===== src/hw/rv_core_pkg.sv =====
/* shared widths, opcodes and enums for the byte-bus RV32I subset core
   only the low 17 address bits reach real memory */
`default_nettype none

package rv_core_pkg;

  typedef logic [31:0] word_t;
  typedef logic [31:0] addr_t;
  typedef logic [7:0]  byte_t;
  typedef logic [4:0]  reg_idx_t;

  // low 3 bits follow RV32I funct3, bit 3 marks the funct7 alternate
  // (branches reuse the encoding to carry their own funct3)
  typedef enum logic [3:0] {
    ALU_ADD    = 4'b0000,
    ALU_SLL    = 4'b0001,
    ALU_SLT    = 4'b0010,
    ALU_SLTU   = 4'b0011,
    ALU_XOR    = 4'b0100,
    ALU_SRL    = 4'b0101,
    ALU_OR     = 4'b0110,
    ALU_AND    = 4'b0111,
    ALU_SUB    = 4'b1000,
    ALU_SRA    = 4'b1101,
    ALU_PASS_B = 4'b1111
  } alu_op_e;

  typedef enum logic [2:0] {
    CLS_ALU_REG, CLS_ALU_IMM, CLS_LUI, CLS_BRANCH, CLS_JAL, CLS_LOAD, CLS_STORE, CLS_NOP
  } instr_class_e;

  typedef enum logic [1:0] {
    SEQ_FETCH, SEQ_EXECUTE, SEQ_MEMORY, SEQ_RESULT
  } seq_state_e;

  localparam logic [6:0] OPC_REG    = 7'b0110011;
  localparam logic [6:0] OPC_IMM    = 7'b0010011;
  localparam logic [6:0] OPC_LUI    = 7'b0110111;
  localparam logic [6:0] OPC_BRANCH = 7'b1100011;
  localparam logic [6:0] OPC_JAL    = 7'b1101111;
  localparam logic [6:0] OPC_LOAD   = 7'b0000011;
  localparam logic [6:0] OPC_STORE  = 7'b0100011;

  localparam addr_t RESET_PC = 32'h0000_0000;

endpackage

`default_nettype wire


===== src/hw/rv_decode.sv =====
/* combinational decoder, anything outside the kept subset becomes a nop
   loads and stores decode only in their word form */
`timescale 1ns/1ps
`default_nettype none

module rv_decode (
  input  rv_core_pkg::word_t        instr,
  output rv_core_pkg::reg_idx_t     rs1,
  output rv_core_pkg::reg_idx_t     rs2,
  output rv_core_pkg::reg_idx_t     rd,
  output rv_core_pkg::word_t        imm,
  output rv_core_pkg::alu_op_e      alu_op,
  output rv_core_pkg::instr_class_e instr_class
);

  logic [6:0] opcode;
  logic [2:0] funct3;
  logic [6:0] funct7;

  assign opcode = instr[6:0];
  assign funct3 = instr[14:12];
  assign funct7 = instr[31:25];
  assign rs1    = instr[19:15];
  assign rs2    = instr[24:20];
  assign rd     = instr[11:7];

  always_comb begin
    instr_class = rv_core_pkg::CLS_NOP;
    alu_op      = rv_core_pkg::ALU_ADD;
    imm         = '0;
    case (opcode)
      rv_core_pkg::OPC_REG: begin
        instr_class = rv_core_pkg::CLS_ALU_REG;
        case ({funct7, funct3})
          {7'h00, 3'b000}: alu_op = rv_core_pkg::ALU_ADD;
          {7'h20, 3'b000}: alu_op = rv_core_pkg::ALU_SUB;
          {7'h00, 3'b001}: alu_op = rv_core_pkg::ALU_SLL;
          {7'h00, 3'b010}: alu_op = rv_core_pkg::ALU_SLT;
          {7'h00, 3'b011}: alu_op = rv_core_pkg::ALU_SLTU;
          {7'h00, 3'b100}: alu_op = rv_core_pkg::ALU_XOR;
          {7'h00, 3'b101}: alu_op = rv_core_pkg::ALU_SRL;
          {7'h20, 3'b101}: alu_op = rv_core_pkg::ALU_SRA;
          {7'h00, 3'b110}: alu_op = rv_core_pkg::ALU_OR;
          {7'h00, 3'b111}: alu_op = rv_core_pkg::ALU_AND;
          default:         instr_class = rv_core_pkg::CLS_NOP;
        endcase
      end
      rv_core_pkg::OPC_IMM: begin
        instr_class = rv_core_pkg::CLS_ALU_IMM;
        imm = {{20{instr[31]}}, instr[31:20]};
        case (funct3)
          3'b000:  alu_op = rv_core_pkg::ALU_ADD;
          3'b010:  alu_op = rv_core_pkg::ALU_SLT;
          3'b011:  alu_op = rv_core_pkg::ALU_SLTU;
          3'b100:  alu_op = rv_core_pkg::ALU_XOR;
          3'b110:  alu_op = rv_core_pkg::ALU_OR;
          3'b111:  alu_op = rv_core_pkg::ALU_AND;
          3'b001:  begin
            alu_op = rv_core_pkg::ALU_SLL;
            if (funct7 != 7'h00) instr_class = rv_core_pkg::CLS_NOP;
          end
          default: begin
            // srli / srai share funct3, funct7 picks the fill
            if (funct7 == 7'h00) alu_op = rv_core_pkg::ALU_SRL;
            else if (funct7 == 7'h20) alu_op = rv_core_pkg::ALU_SRA;
            else instr_class = rv_core_pkg::CLS_NOP;
          end
        endcase
      end
      rv_core_pkg::OPC_LUI: begin
        instr_class = rv_core_pkg::CLS_LUI;
        alu_op      = rv_core_pkg::ALU_PASS_B;
        imm         = {instr[31:12], 12'b0};
      end
      rv_core_pkg::OPC_BRANCH: begin
        // funct3 rides to execute inside alu_op
        if (funct3[2:1] != 2'b01) instr_class = rv_core_pkg::CLS_BRANCH;
        alu_op = rv_core_pkg::alu_op_e'({1'b0, funct3});
        imm = {{19{instr[31]}}, instr[31], instr[7], instr[30:25], instr[11:8], 1'b0};
      end
      rv_core_pkg::OPC_JAL: begin
        instr_class = rv_core_pkg::CLS_JAL;
        imm = {{11{instr[31]}}, instr[31], instr[19:12], instr[20], instr[30:21], 1'b0};
      end
      rv_core_pkg::OPC_LOAD: begin
        if (funct3 == 3'b010) instr_class = rv_core_pkg::CLS_LOAD;
        imm = {{20{instr[31]}}, instr[31:20]};
      end
      rv_core_pkg::OPC_STORE: begin
        if (funct3 == 3'b010) instr_class = rv_core_pkg::CLS_STORE;
        imm = {{20{instr[31]}}, instr[31:25], instr[11:7]};
      end
      default: instr_class = rv_core_pkg::CLS_NOP;
    endcase
  end

endmodule

`default_nettype wire


===== src/hw/rv_reg_file.sv =====
/* x1..x31 with async clear, x0 reads zero; reads are combinational
   and a write lands at the next rising edge unless rdy_in is low */
`timescale 1ns/1ps
`default_nettype none

module rv_reg_file (
  input  logic                  clk_in,
  input  logic                  rst_n,
  input  logic                  rdy_in,
  input  rv_core_pkg::reg_idx_t rs1,
  input  rv_core_pkg::reg_idx_t rs2,
  output rv_core_pkg::word_t    rs1_val,
  output rv_core_pkg::word_t    rs2_val,
  input  logic                  wr_en,
  input  rv_core_pkg::reg_idx_t wr_idx,
  input  rv_core_pkg::word_t    wr_data
);

  rv_core_pkg::word_t regs [1:31];

  always_ff @(posedge clk_in or negedge rst_n) begin
    if (!rst_n) begin
      for (int i = 1; i < 32; i++) begin
        regs[i] <= '0;
      end
    end else if (rdy_in && wr_en && (wr_idx != '0)) begin
      regs[wr_idx] <= wr_data;
    end
  end

  // x0 is hardwired
  assign rs1_val = (rs1 == '0) ? '0 : regs[rs1];
  assign rs2_val = (rs2 == '0) ? '0 : regs[rs2];

endmodule

`default_nettype wire


===== src/hw/rv_execute.sv =====
/* combinational ALU, branch compare and target adder
   shift amounts use the low five bits of the second operand */
`timescale 1ns/1ps
`default_nettype none

module rv_execute (
  input  rv_core_pkg::instr_class_e instr_class,
  input  rv_core_pkg::alu_op_e      alu_op,
  input  rv_core_pkg::addr_t        pc,
  input  rv_core_pkg::word_t        rs1_val,
  input  rv_core_pkg::word_t        rs2_val,
  input  rv_core_pkg::word_t        imm,
  output rv_core_pkg::word_t        result,
  output logic                      taken,
  output rv_core_pkg::addr_t        target
);

  rv_core_pkg::word_t op_b;
  rv_core_pkg::word_t alu_out;
  logic               br_eq;
  logic               br_lt;
  logic               br_ltu;
  logic               br_cmp;

  // immediate forms and lui take imm as the second operand
  assign op_b = (instr_class == rv_core_pkg::CLS_ALU_REG) ? rs2_val : imm;

  always_comb begin
    case (alu_op)
      rv_core_pkg::ALU_ADD:    alu_out = rs1_val + op_b;
      rv_core_pkg::ALU_SUB:    alu_out = rs1_val - op_b;
      rv_core_pkg::ALU_AND:    alu_out = rs1_val & op_b;
      rv_core_pkg::ALU_OR:     alu_out = rs1_val | op_b;
      rv_core_pkg::ALU_XOR:    alu_out = rs1_val ^ op_b;
      rv_core_pkg::ALU_SLL:    alu_out = rs1_val << op_b[4:0];
      rv_core_pkg::ALU_SRL:    alu_out = rs1_val >> op_b[4:0];
      rv_core_pkg::ALU_SRA:    alu_out = rv_core_pkg::word_t'($signed(rs1_val) >>> op_b[4:0]);
      rv_core_pkg::ALU_SLT:    alu_out = {31'b0, $signed(rs1_val) < $signed(op_b)};
      rv_core_pkg::ALU_SLTU:   alu_out = {31'b0, rs1_val < op_b};
      rv_core_pkg::ALU_PASS_B: alu_out = op_b;
      default:                 alu_out = '0;
    endcase
  end

  // branches compare the two registers
  assign br_eq  = (rs1_val == rs2_val);
  assign br_lt  = ($signed(rs1_val) < $signed(rs2_val));
  assign br_ltu = (rs1_val < rs2_val);

  // funct3[2:1] picks the compare, funct3[0] inverts it
  always_comb begin
    case (alu_op[2:1])
      2'b00:   br_cmp = br_eq;
      2'b10:   br_cmp = br_lt;
      2'b11:   br_cmp = br_ltu;
      default: br_cmp = 1'b0;
    endcase
  end

  assign target = pc + imm;

  always_comb begin
    result = alu_out;
    taken  = 1'b0;
    case (instr_class)
      rv_core_pkg::CLS_BRANCH: taken = br_cmp ^ alu_op[0];
      rv_core_pkg::CLS_JAL: begin
        result = pc + 32'd4;
        taken  = 1'b1;
      end
      // memory address for the sequencer
      rv_core_pkg::CLS_LOAD,
      rv_core_pkg::CLS_STORE:  result = rs1_val + imm;
      default:                 result = alu_out;
    endcase
  end

endmodule

`default_nettype wire


===== src/hw/rv_mem_ctrl.sv =====
/* word transfers as four byte cycles behind a four-phase req/ack
   read 6 cycles req to ack, write 5; rdy_in low stalls a step */
`timescale 1ns/1ps
`default_nettype none

module rv_mem_ctrl (
  input  logic               clk_in,
  input  logic               rst_n,
  input  logic               rdy_in,
  input  logic               mem_req,
  input  logic               mem_write,
  input  rv_core_pkg::addr_t mem_addr,
  input  rv_core_pkg::word_t mem_wdata,
  output logic               mem_ack,
  output rv_core_pkg::word_t mem_rdata,
  input  rv_core_pkg::byte_t mem_din,
  output rv_core_pkg::byte_t mem_dout,
  output rv_core_pkg::addr_t mem_a,
  output logic               mem_wr
);

  logic               busy;
  logic               wr_mode;
  logic               wr_q;
  logic [1:0]         idx;
  logic [1:0]         idx_next;
  logic               din_vld;
  logic [1:0]         din_idx;
  rv_core_pkg::word_t rdata_q;

  assign idx_next  = idx + 2'd1;
  assign mem_wr    = wr_q & rdy_in;
  assign mem_rdata = rdata_q;

  always_ff @(posedge clk_in or negedge rst_n) begin
    if (!rst_n) begin
      busy     <= 1'b0;
      wr_mode  <= 1'b0;
      wr_q     <= 1'b0;
      idx      <= '0;
      mem_a    <= '0;
      mem_dout <= '0;
      mem_ack  <= 1'b0;
    end else if (rdy_in) begin
      if (!busy) begin
        if (mem_req && !mem_ack) begin
          busy     <= 1'b1;
          wr_mode  <= mem_write;
          wr_q     <= mem_write;
          idx      <= '0;
          mem_a    <= mem_addr;
          mem_dout <= mem_write ? mem_wdata[7:0] : '0;
        end else if (!mem_req) begin
          mem_ack <= 1'b0;
        end
      end else if (idx != 2'd3) begin
        // step to the next byte address
        idx   <= idx_next;
        mem_a <= mem_addr + rv_core_pkg::addr_t'(idx_next);
        if (wr_mode) begin
          mem_dout <= mem_wdata[8*idx_next +: 8];
        end
      end else if (wr_mode || (din_vld && din_idx == 2'd3)) begin
        // last byte written, or last read byte landing now
        busy     <= 1'b0;
        wr_q     <= 1'b0;
        mem_dout <= '0;
        mem_ack  <= 1'b1;
      end
    end
  end

  // tracks which byte is on mem_din, the memory answers even while paused
  always_ff @(posedge clk_in or negedge rst_n) begin
    if (!rst_n) begin
      din_vld <= 1'b0;
      din_idx <= '0;
    end else begin
      din_vld <= busy & ~wr_mode;
      din_idx <= idx;
    end
  end

  // little-endian assembly
  always_ff @(posedge clk_in) begin
    if (din_vld) begin
      rdata_q[8*din_idx +: 8] <= mem_din;
    end
  end

endmodule

`default_nettype wire


===== src/hw/rv_sequencer.sv =====
/* one instruction at a time: fetch, execute, optional memory, result
   pc starts at RESET_PC; rdy_in low holds every step */
`timescale 1ns/1ps
`default_nettype none

module rv_sequencer (
  input  logic                      clk_in,
  input  logic                      rst_n,
  input  logic                      rdy_in,
  output rv_core_pkg::word_t        instr,
  output rv_core_pkg::addr_t        pc,
  input  rv_core_pkg::instr_class_e instr_class,
  input  rv_core_pkg::reg_idx_t     rd,
  input  rv_core_pkg::word_t        rs2_val,
  input  rv_core_pkg::word_t        result,
  input  logic                      taken,
  input  rv_core_pkg::addr_t        target,
  output logic                      wr_en,
  output rv_core_pkg::reg_idx_t     wr_idx,
  output rv_core_pkg::word_t        wr_data,
  output logic                      mem_req,
  output logic                      mem_write,
  output rv_core_pkg::addr_t        mem_addr,
  output rv_core_pkg::word_t        mem_wdata,
  input  logic                      mem_ack,
  input  rv_core_pkg::word_t        mem_rdata
);

  rv_core_pkg::seq_state_e state;
  rv_core_pkg::word_t      res_q;
  rv_core_pkg::addr_t      target_q;
  logic                    taken_q;
  logic                    is_mem;
  logic                    writes_rd;
  logic                    xfer_done;

  assign is_mem    = (instr_class == rv_core_pkg::CLS_LOAD) ||
                     (instr_class == rv_core_pkg::CLS_STORE);
  assign writes_rd = (instr_class != rv_core_pkg::CLS_BRANCH) &&
                     (instr_class != rv_core_pkg::CLS_STORE) &&
                     (instr_class != rv_core_pkg::CLS_NOP);
  assign xfer_done = mem_req && mem_ack;

  assign wr_en   = (state == rv_core_pkg::SEQ_RESULT) && writes_rd;
  assign wr_idx  = rd;
  assign wr_data = res_q;

  // request fields stay stable for the whole state
  assign mem_addr  = (state == rv_core_pkg::SEQ_MEMORY) ? res_q : pc;
  assign mem_write = (state == rv_core_pkg::SEQ_MEMORY) &&
                     (instr_class == rv_core_pkg::CLS_STORE);
  assign mem_wdata = rs2_val;

  always_ff @(posedge clk_in or negedge rst_n) begin
    if (!rst_n) begin
      state   <= rv_core_pkg::SEQ_FETCH;
      pc      <= rv_core_pkg::RESET_PC;
      mem_req <= 1'b0;
      taken_q <= 1'b0;
    end else if (rdy_in) begin
      case (state)
        rv_core_pkg::SEQ_FETCH,
        rv_core_pkg::SEQ_MEMORY: begin
          if (xfer_done) begin
            mem_req <= 1'b0;
            state   <= (state == rv_core_pkg::SEQ_FETCH) ? rv_core_pkg::SEQ_EXECUTE
                                                         : rv_core_pkg::SEQ_RESULT;
          end else if (!mem_req && !mem_ack) begin
            mem_req <= 1'b1;
          end
        end
        rv_core_pkg::SEQ_EXECUTE: begin
          taken_q <= taken;
          state   <= is_mem ? rv_core_pkg::SEQ_MEMORY : rv_core_pkg::SEQ_RESULT;
        end
        default: begin
          pc    <= taken_q ? target_q : pc + 32'd4;
          state <= rv_core_pkg::SEQ_FETCH;
        end
      endcase
    end
  end

  always_ff @(posedge clk_in) begin
    if (rdy_in) begin
      if (state == rv_core_pkg::SEQ_FETCH && xfer_done) begin
        instr <= mem_rdata;
      end
      if (state == rv_core_pkg::SEQ_EXECUTE) begin
        res_q    <= result;
        target_q <= target;
      end
      // load data replaces the address
      if (state == rv_core_pkg::SEQ_MEMORY && xfer_done &&
          instr_class == rv_core_pkg::CLS_LOAD) begin
        res_q <= mem_rdata;
      end
    end
  end

endmodule

`default_nettype wire


===== src/hw/cpu.sv =====
/* top of the multi-cycle RV32I subset core on a byte-wide bus
   read data arrives one cycle after the address; rdy_in low pauses the core */
`timescale 1ns/1ps
`default_nettype none

module cpu (
  input  logic               clk_in,
  input  logic               rst_n,
  // pause whole core when low
  input  logic               rdy_in,
  input  rv_core_pkg::byte_t mem_din,
  output rv_core_pkg::byte_t mem_dout,
  output rv_core_pkg::addr_t mem_a,
  // 1 for write
  output logic               mem_wr
);

  rv_core_pkg::word_t        instr;
  rv_core_pkg::addr_t        pc;
  rv_core_pkg::reg_idx_t     rs1;
  rv_core_pkg::reg_idx_t     rs2;
  rv_core_pkg::reg_idx_t     rd;
  rv_core_pkg::word_t        imm;
  rv_core_pkg::alu_op_e      alu_op;
  rv_core_pkg::instr_class_e instr_class;
  rv_core_pkg::word_t        rs1_val;
  rv_core_pkg::word_t        rs2_val;
  rv_core_pkg::word_t        result;
  logic                      taken;
  rv_core_pkg::addr_t        target;
  logic                      wr_en;
  rv_core_pkg::reg_idx_t     wr_idx;
  rv_core_pkg::word_t        wr_data;

  // sequencer to memory controller handshake
  logic                      mem_req;
  logic                      mem_write;
  rv_core_pkg::addr_t        mem_addr;
  rv_core_pkg::word_t        mem_wdata;
  logic                      mem_ack;
  rv_core_pkg::word_t        mem_rdata;

  rv_sequencer sequencer_ (
    .clk_in      (clk_in),
    .rst_n       (rst_n),
    .rdy_in      (rdy_in),
    .instr       (instr),
    .pc          (pc),
    .instr_class (instr_class),
    .rd          (rd),
    .rs2_val     (rs2_val),
    .result      (result),
    .taken       (taken),
    .target      (target),
    .wr_en       (wr_en),
    .wr_idx      (wr_idx),
    .wr_data     (wr_data),
    .mem_req     (mem_req),
    .mem_write   (mem_write),
    .mem_addr    (mem_addr),
    .mem_wdata   (mem_wdata),
    .mem_ack     (mem_ack),
    .mem_rdata   (mem_rdata)
  );

  rv_decode decode_ (
    .instr       (instr),
    .rs1         (rs1),
    .rs2         (rs2),
    .rd          (rd),
    .imm         (imm),
    .alu_op      (alu_op),
    .instr_class (instr_class)
  );

  rv_reg_file reg_file_ (
    .clk_in  (clk_in),
    .rst_n   (rst_n),
    .rdy_in  (rdy_in),
    .rs1     (rs1),
    .rs2     (rs2),
    .rs1_val (rs1_val),
    .rs2_val (rs2_val),
    .wr_en   (wr_en),
    .wr_idx  (wr_idx),
    .wr_data (wr_data)
  );

  rv_execute execute_ (
    .instr_class (instr_class),
    .alu_op      (alu_op),
    .pc          (pc),
    .rs1_val     (rs1_val),
    .rs2_val     (rs2_val),
    .imm         (imm),
    .result      (result),
    .taken       (taken),
    .target      (target)
  );

  rv_mem_ctrl mem_ctrl_ (
    .clk_in    (clk_in),
    .rst_n     (rst_n),
    .rdy_in    (rdy_in),
    .mem_req   (mem_req),
    .mem_write (mem_write),
    .mem_addr  (mem_addr),
    .mem_wdata (mem_wdata),
    .mem_ack   (mem_ack),
    .mem_rdata (mem_rdata),
    .mem_din   (mem_din),
    .mem_dout  (mem_dout),
    .mem_a     (mem_a),
    .mem_wr    (mem_wr)
  );

endmodule

`default_nettype wire


===== config.mk =====
export PLATFORM = sky130hd
export DESIGN_NAME = cpu
export DESIGN_NICKNAME = d
export VERILOG_FILES = /design/src/hw/rv_core_pkg.sv /design/src/hw/rv_decode.sv /design/src/hw/rv_reg_file.sv /design/src/hw/rv_execute.sv /design/src/hw/rv_mem_ctrl.sv /design/src/hw/rv_sequencer.sv /design/src/hw/cpu.sv
export SDC_FILE = /design/constraint.sdc
export NUM_CORES = 2
export LEC_CHECK = 0
export ABC_CLOCK_PERIOD_IN_PS = 8300
export BUFFER_PORTS_ARGS = -buffer_cell sky130_fd_sc_hd__buf_2
export CAP_MARGIN = 20
export CORE_MARGIN = 4
export CORE_UTILIZATION = 50
export DETAILED_ROUTE_END_ITERATION = 6
export PLACE_DENSITY = 0.73
export SYNTH_ARGS = -nofsm -noshare
export SYNTH_HDL_FRONTEND = slang
export SYNTH_SLANG_ARGS = --single-unit

===== constraint.sdc =====
create_clock -name clk_in -period 8.3 [get_ports clk_in]
set_input_delay 0.83 -clock clk_in [delete_from_list [all_inputs] [get_ports clk_in]]
set_output_delay 0.83 -clock clk_in [all_outputs]
set_load 0.05 [all_outputs]

======== Word-level counts from Yosys, hierarchy flattened ========
Cells that the tools add are included.
storage, ports and cells
  register bits ........................... 1205
  output and inout bits ................... 41
  input bits .............................. 11
  word-level logic and storage cells ...... 255
operators by class
  mux-type cells .......................... 67
  magnitude comparators ................... 8
  $add $sub $neg .......................... 8
  reduce and logical (&&, ||, !) cells .... 49
  shifts and indexed selects .............. 6
  bitwise gates (word level) .............. 12
  equal/unequal tests ..................... 57
operators with widths
  kind                                                                     number
  992-bit bitwise mux                                                      1
  32-bit two-way mux                                                       15
  32-bit one-hot mux with 11 select lines                                  1
  32-bit binary-select mux with 5-bit select                               2
  32-bit demux with 5-bit select                                           1
  32-bit one-hot mux with 5 select lines                                   1
  32-bit less-than comparator                                              4
  32-bit adder                                                             3
  32-bit one-hot mux with 2 select lines                                   1
  8-bit two-way mux                                                        6
  10-bit by 3-bit == test with 1-bit output, second input constant         4
  4-bit one-hot mux with 9 select lines                                    1
  5-bit negation with 34-bit output                                        1
  8-bit by 34-bit variable shift with 32-bit output, first input constant  1
  8-bit by 34-bit indexed part select with 32-bit output                   1
  32-bit by 2-bit adder with 32-bit output                                 1
  32-bit by 3-bit adder with 32-bit output, second input constant          1
  32-bit AND                                                               1
  32-bit bitwise mux                                                       1
  32-bit == test                                                           1
  32-bit OR                                                                1
  32-bit by 6-bit indexed part select with 8-bit output                    1
  32-bit by 5-bit left shift with 32-bit output                            1
  32-bit by 5-bit right shift with 32-bit output                           1
  other kinds (61)                                                         155

======== Longest topological paths before layout ========
  word-level depth ........................ 12
  gate-level depth with buffers ........... 28
  mapped depth without buffers ............ 20

======== Modules after synthesis ========
From an unflattened synthesis, not the netlist that was laid out.
second synthesis, totals
  cell total of the unflattened synthesis .. 6834
  area, all modules ....................... 79373.6 µm²
modules (own cells, without submodules)
  module        cells an instance  area each (µm²)  seq. area each (µm²)  instances
  rv_reg_file   3752               53452.5          24823.8               1
  rv_execute    2078               14523.9          0.0                   1
  rv_sequencer  505                6289.8           3783.6                1
  rv_mem_ctrl   362                4150.2           2187.1                1
  rv_decode     137                957.2            0.0                   1

======== Worst setup path after synthesis ========
OpenSTA, ideal clock, no wires.
  kind .................................... flip-flop to flip-flop
  from .................................... register sequencer_.instr[20]
  to ...................................... register sequencer_.res_q[26] (netlist: sequencer_.wr_data[26]), data pin
  buffers on the path ..................... 8
  data required time ...................... 8037 ps
  path slack .............................. 2051 ps
  clock period less this slack ............ 6249 ps
  arrival ................................. 5986 ps
  library setup time ...................... 263 ps
  stages on the path, launching flop included .. 27
  cell sequence ........................... edfxtp_1 > buf_4 > buf_6 > buf_6 > buf_6 > buf_6 > buf_6 > buf_2 > buf_2 > mux4_2 > mux4_2 > mux2i_1 > nor2_1 > or2_2 > ha_1 > and4_1 > nand2_1 > o21ai_0 > o22ai_1 > o31ai_1 > a22oi_1 > a311oi_1 > nor2_1 > a21oi_1 > a21oi_1 > o41ai_2 > a21oi_1
on the way
  cells in the longest elaborated chain, start to end .. 11
  elaborated cells on any way between the ends .. 21
  those cells by class .................... add/sub (3); shift (3); mux (10); bitwise (4); reduce/logical (1)
RTL lines
  item                                                    RTL line            text
  from (decl)                                             rv_sequencer.sv:10  output rv_core_pkg::word_t instr,
  from (signal assigned)                                  rv_sequencer.sv:87  instr <= mem_rdata;
  5-bit NOT with 6-bit output (implied by the code)       rv_reg_file.sv:33   assign rs2_val = (rs2 == '0) ? '0 : regs[rs2];
  32-bit binary-select mux with 5-bit select              rv_reg_file.sv:33
  32-bit two-way mux (implied by the code) (2 in series)  rv_reg_file.sv:33
  32-bit two-way mux                                      rv_reg_file.sv:33
  32-bit two-way mux                                      rv_execute.sv:26    assign op_b = (instr_class == rv_core_pkg::CLS_ALU_REG) ? rs2_val : imm;
  32-bit subtractor, or another cell as far along         rv_execute.sv:31    rv_core_pkg::ALU_SUB: alu_out = rs1_val - op_b;
  32-bit one-hot mux with 11 select lines                 rv_execute.sv:29    case (alu_op)
  32-bit one-hot mux with 2 select lines *                rv_execute.sv:65    case (instr_class)
  32-bit two-way mux *                                    rv_sequencer.sv:89  if (state == rv_core_pkg::SEQ_EXECUTE) begin
  32-bit two-way mux *                                    rv_sequencer.sv:94  if (state == rv_core_pkg::SEQ_MEMORY && xfer_done &&
  to (signal assigned)                                    rv_sequencer.sv:90  res_q <= result;
  to (signal assigned)                                    rv_sequencer.sv:96  res_q <= mem_rdata;
  to (decl)                                               rv_sequencer.sv:30  rv_core_pkg::word_t res_q;
Mark *: on every way between the ends. The rest lies on a longest branch, timed or not. The select of a mux whose other input is x is not followed.
A chain may end at the register's enable or synchronous reset.

======== Final worst setup path ========
  from .................................... register sequencer_.instr[2]
  to ...................................... register sequencer_.res_q[14] (netlist: sequencer_.wr_data[14]), data pin
on the way
  cells in the longest elaborated chain, start to end .. 9
  elaborated cells on any way between the ends .. 42
  those cells by class .................... add/sub (3); eq/ne (20); shift (3); mux (8); bitwise (3); reduce/logical (5)
RTL lines
  item                                                                         RTL line                           text
  7-bit by 6-bit == test with 1-bit output, or another cell as far along       rv_decode.sv:31                    case (opcode)
  3-bit one-hot mux with 7 select lines or 2-bit OR reduction (tied branches)  -
  3-bit logical NOT or 32-bit one-hot mux with 5 select lines (tied branches)  rv_execute.sv:26, rv_decode.sv:31
  32-bit two-way mux                                                           rv_execute.sv:26
  32-bit subtractor, or another cell as far along                              rv_execute.sv:31
  32-bit one-hot mux with 11 select lines                                      rv_execute.sv:29
  32-bit one-hot mux with 2 select lines                                       rv_execute.sv:65
  32-bit two-way mux                                                           rv_sequencer.sv:89
  32-bit two-way mux *                                                         rv_sequencer.sv:94
Marks and branches as above.

==> run metrics <==
first-pass GRT wire length=418000 µm; Post-synth EDFFs=128; CTS clk-pin slew, worst paths=60 ps; worst hold path type=input port to async pin; Crit-path slowest cell=nor4_1; Buf/Inv on CP=1; yosys warns=0; Final min period=7870 ps; Crit. End Element=flip-flop; worst path required time=8800 ps; Final Skew=52.3 ps; Num Clock Sinks=1205; IO Pins=52; Pwr per Cell Area=200 nW/µm²; Routed WL=291000 µm; synth unique cells=111; Final Cycle Share=0.949; initial antenna violation count=17; setup bufs post-CTS=0; Worst-Skew Late Latency=830 ps; status=finished clean; setup violators final=0; hold buffers post-CTS=0; Slew Viols, Final=0; Main synth FF type=dfrtp_1; Core Area=154000 µm²; drt wl/cell=34.7 µm; CTS Buffer Depth=3; die width=402 µm; # Max-Cap Violations=0; Routed Antenna Nets=0; syn nets=6580; most common cell after layout, fill and taps aside=dfrtp_1; routability cong.=1.07; Overflow after GRT=0; post-CTS sizing=0; Initial Utilization=0.503; H-tree Lvls=4; delay-heaviest family, CP=simple AND/OR/NAND/NOR gates; Final #Nets=6472; CTS tree=yes; RSZ-0062 raised after global routing=no; Chip Height=402 µm; GRT Util Overall=0.355; cell count after synthesis=6354; #FFs+latches synth=1205; TritonCTS Buffers=136; setup ws final=426 ps; relative slew slack=0.109; actual slew at the worst max-slew pin=1320 ps; vias per std cell=7.02; Critical Path AT=8380 ps; sequential area share after synthesis=0.398; input/output buffers=51; Vias=59000; slowest stage delay, CP=1070 ps; root buf cell=clkbuf_16; vias in the first global route=58600; Finished Core Util=0.551; Critical Path Fanout Max=11; Max VDD drop=0.000216 V; Setup CP Type=flip-flop to flip-flop; Area Growth Syn to Fin=9.53%; pre-CTS setup slack=942 ps; Fin. Hold Viols=0; commonest non-fill, non-tap cells in the layout=dfrtp_1, mux2_2, mux4_2, nand2_1, nor2_1; full die area=161000 µm²; FMAX=127 MHz; crit path cell chain=nor4bb_4 > nand2b_1 > o21ai_0 > a22oi_1 > inv_1 > ha_1 > nor2b_1 > o21a_1 > o21a_1 > o41a_1 > o21ai_0 > or3_1 > a22oi_1 > xnor2_1 > nor2_1 > or4_1 > nor4_1 > nor3_1; largest net degree at the start of global routing=192; share of layout cells above drive strength 1=0.354; average size of a mapped cell=12.2 µm²; drt drc=0; FFs w/ async S/R, synth=0.894; DP HPWL=196000 µm; Final TNS setup=0 ps; initial drt markers=7599; LEAKAGE=38.4 nW; area of the mapped netlist=77500 µm²; Cell Rows=144; Setup crit start kind=flip-flop; drt pass-1 iters=6
synth_stat cells, drive strengths merged (22+ instances only):
| master | count | share of area |
|---|---|---|
| inv | 135 | 0.0066 |
| a21oi | 232 | 0.015 |
| nand3 | 75 | 0.0048 |
| nand2b | 22 | 0.0018 |
| mux2i | 237 | 0.034 |
| a31oi | 38 | 0.0032 |
| a22o | 48 | 0.0054 |
| o21ai | 288 | 0.019 |
| nand2 | 383 | 0.019 |
| clkbuf | 270 | 0.013 |
| or3 | 24 | 0.0019 |
| o22ai | 66 | 0.0053 |
| xnor2 | 80 | 0.0090 |
| and3 | 38 | 0.0031 |
| a221oi | 45 | 0.0054 |
| and2 | 66 | 0.0053 |
| o211ai | 46 | 0.0045 |
| nor3 | 81 | 0.0054 |
| buf | 279 | 0.020 |
| o21a | 53 | 0.0051 |
| dfrtp | 1077 | 0.35 |
| ha | 210 | 0.034 |
| nor2b | 52 | 0.0042 |
| a21o | 50 | 0.0048 |
| xor2 | 39 | 0.0044 |
| mux2 | 1079 | 0.16 |
| mux4 | 529 | 0.15 |
| a211oi | 37 | 0.0037 |
| edfxtp | 128 | 0.050 |
| a22oi | 42 | 0.0042 |
| nor2 | 279 | 0.014 |
| nand4 | 29 | 0.0023 |
area by class of cell:
cell class,count,area (µm²)
fill,12500,69200
multi-input combinational,4461,43800
sequential,1205,30800
clock buffer,204,3930
tap,2044,2560
timing repair buffer,303,2390
clock inverter,46,843
inverter,139,541
antenna,7,17.5
path summary, 6_finish.rpt:
| path | from | endpoint | slack [ps] | cells past startpoint |
|---|---|---|---|---|
| worst max-delay path | sequencer_.instr[2]$_DFFE_PP_ | sequencer_.wr_data[14]$_DFFE_PP_ | 430 | 18 |
| worst min-delay path | rst_n | reg_file_.regs[188]$_DFFE_PN0P_ | 20 | 1 |
| worst max register to register | sequencer_.instr[2]$_DFFE_PP_ | sequencer_.wr_data[14]$_DFFE_PP_ | 430 | 18 |
| worst min register to register | mem_ctrl_.mem_rdata[22]$_DFFE_PP_ | sequencer_.instr[22]$_DFFE_PP_ | 450 | 0 |
| max in group asynchronous | rst_n | reg_file_.regs[275]$_DFFE_PN0P_ | 6050 | 3 |
| min in group clk_in | mem_din[7] | mem_ctrl_.mem_rdata[31]$_DFFE_PP_ | 430 | 2 |
worst register-to-register path: stages (launching register included):
cell      delay (ps)
edfxtp_1         540
nor4bb_4         390
nand2b_1         360
o21ai_0          990
a22oi_1          570
inv_1            400
ha_1             390
nor2b_1          180
o21a_1           180
o21a_1           220
o41a_1           400
o21ai_0          430
or3_1            190
a22oi_1           80
xnor2_1          220
nor2_1           100
or4_1            710
nor4_1          1080
nor3_1           140
power by group:
part	total [W]	internal (W)	switching, W	leakage [nW]
logic	0.00379	0.00119	0.00260	20.0
registers	0.00677	0.00634	0.000425	16.1
clock network	0.00640	0.00374	0.00266	2.32
kinds of logic after synthesis:
kind of cell               count (synthesis)  synth area share
buffers and inverters                    688            0.0401
xor gates and xnor gates                 119            0.0135
adders and majority gates                215            0.0352
muxes                                   1845             0.345
and+or+nand+nor                         1145            0.0708
AOI/OAI and AO/OA                       1137            0.0980
DFF                                     1205             0.398
layer usage:
metal  vias up  wire (µm)  share of wire  track usage
li1      24000          -              -            -
met1     30300     106000           0.36        0.440
met2      3714     130000           0.45        0.543
met3      1013      31400           0.11       0.0984
met4         8      24000          0.082        0.238
met5         -         47        0.00016            0
state kept, by name (all words and copies together) (netlist names):
signal / cells
sequencer_.state: 2
sequencer_.wr_data: 32
sequencer_.mem_req: 1
reg_file_.regs: 992
mem_ctrl_.wr_mode: 1
mem_ctrl_.busy: 1
mem_ctrl_.idx: 2
sequencer_.taken_q: 1
sequencer_.pc: 32
mem_ctrl_.wr_q: 1
mem_ctrl_.mem_dout: 8
mem_ctrl_.mem_a: 32
sequencer_.target_q: 32
mem_ctrl_.mem_rdata: 32
mem_ctrl_.mem_ack: 1
mem_ctrl_.din_idx: 2
mem_ctrl_.din_vld: 1
sequencer_.instr: 32
metrics by stage:
stage	cells	power (W)	hold WS, ps	area [µm²]
4_1_cts	8400	0.0169	7.46	84800
3_5_place_dp	8150	0.0105	419	80000
5_1_grt	8402	0.0175	72.0	84800
6_report	8409	0.0170	21.8	84800
2_1_floorplan	6354	0.00912	377	77500
3_3_place_gp	8150	0.0105	416	80000
No activity file was read; power rests on OpenSTA's default activity.
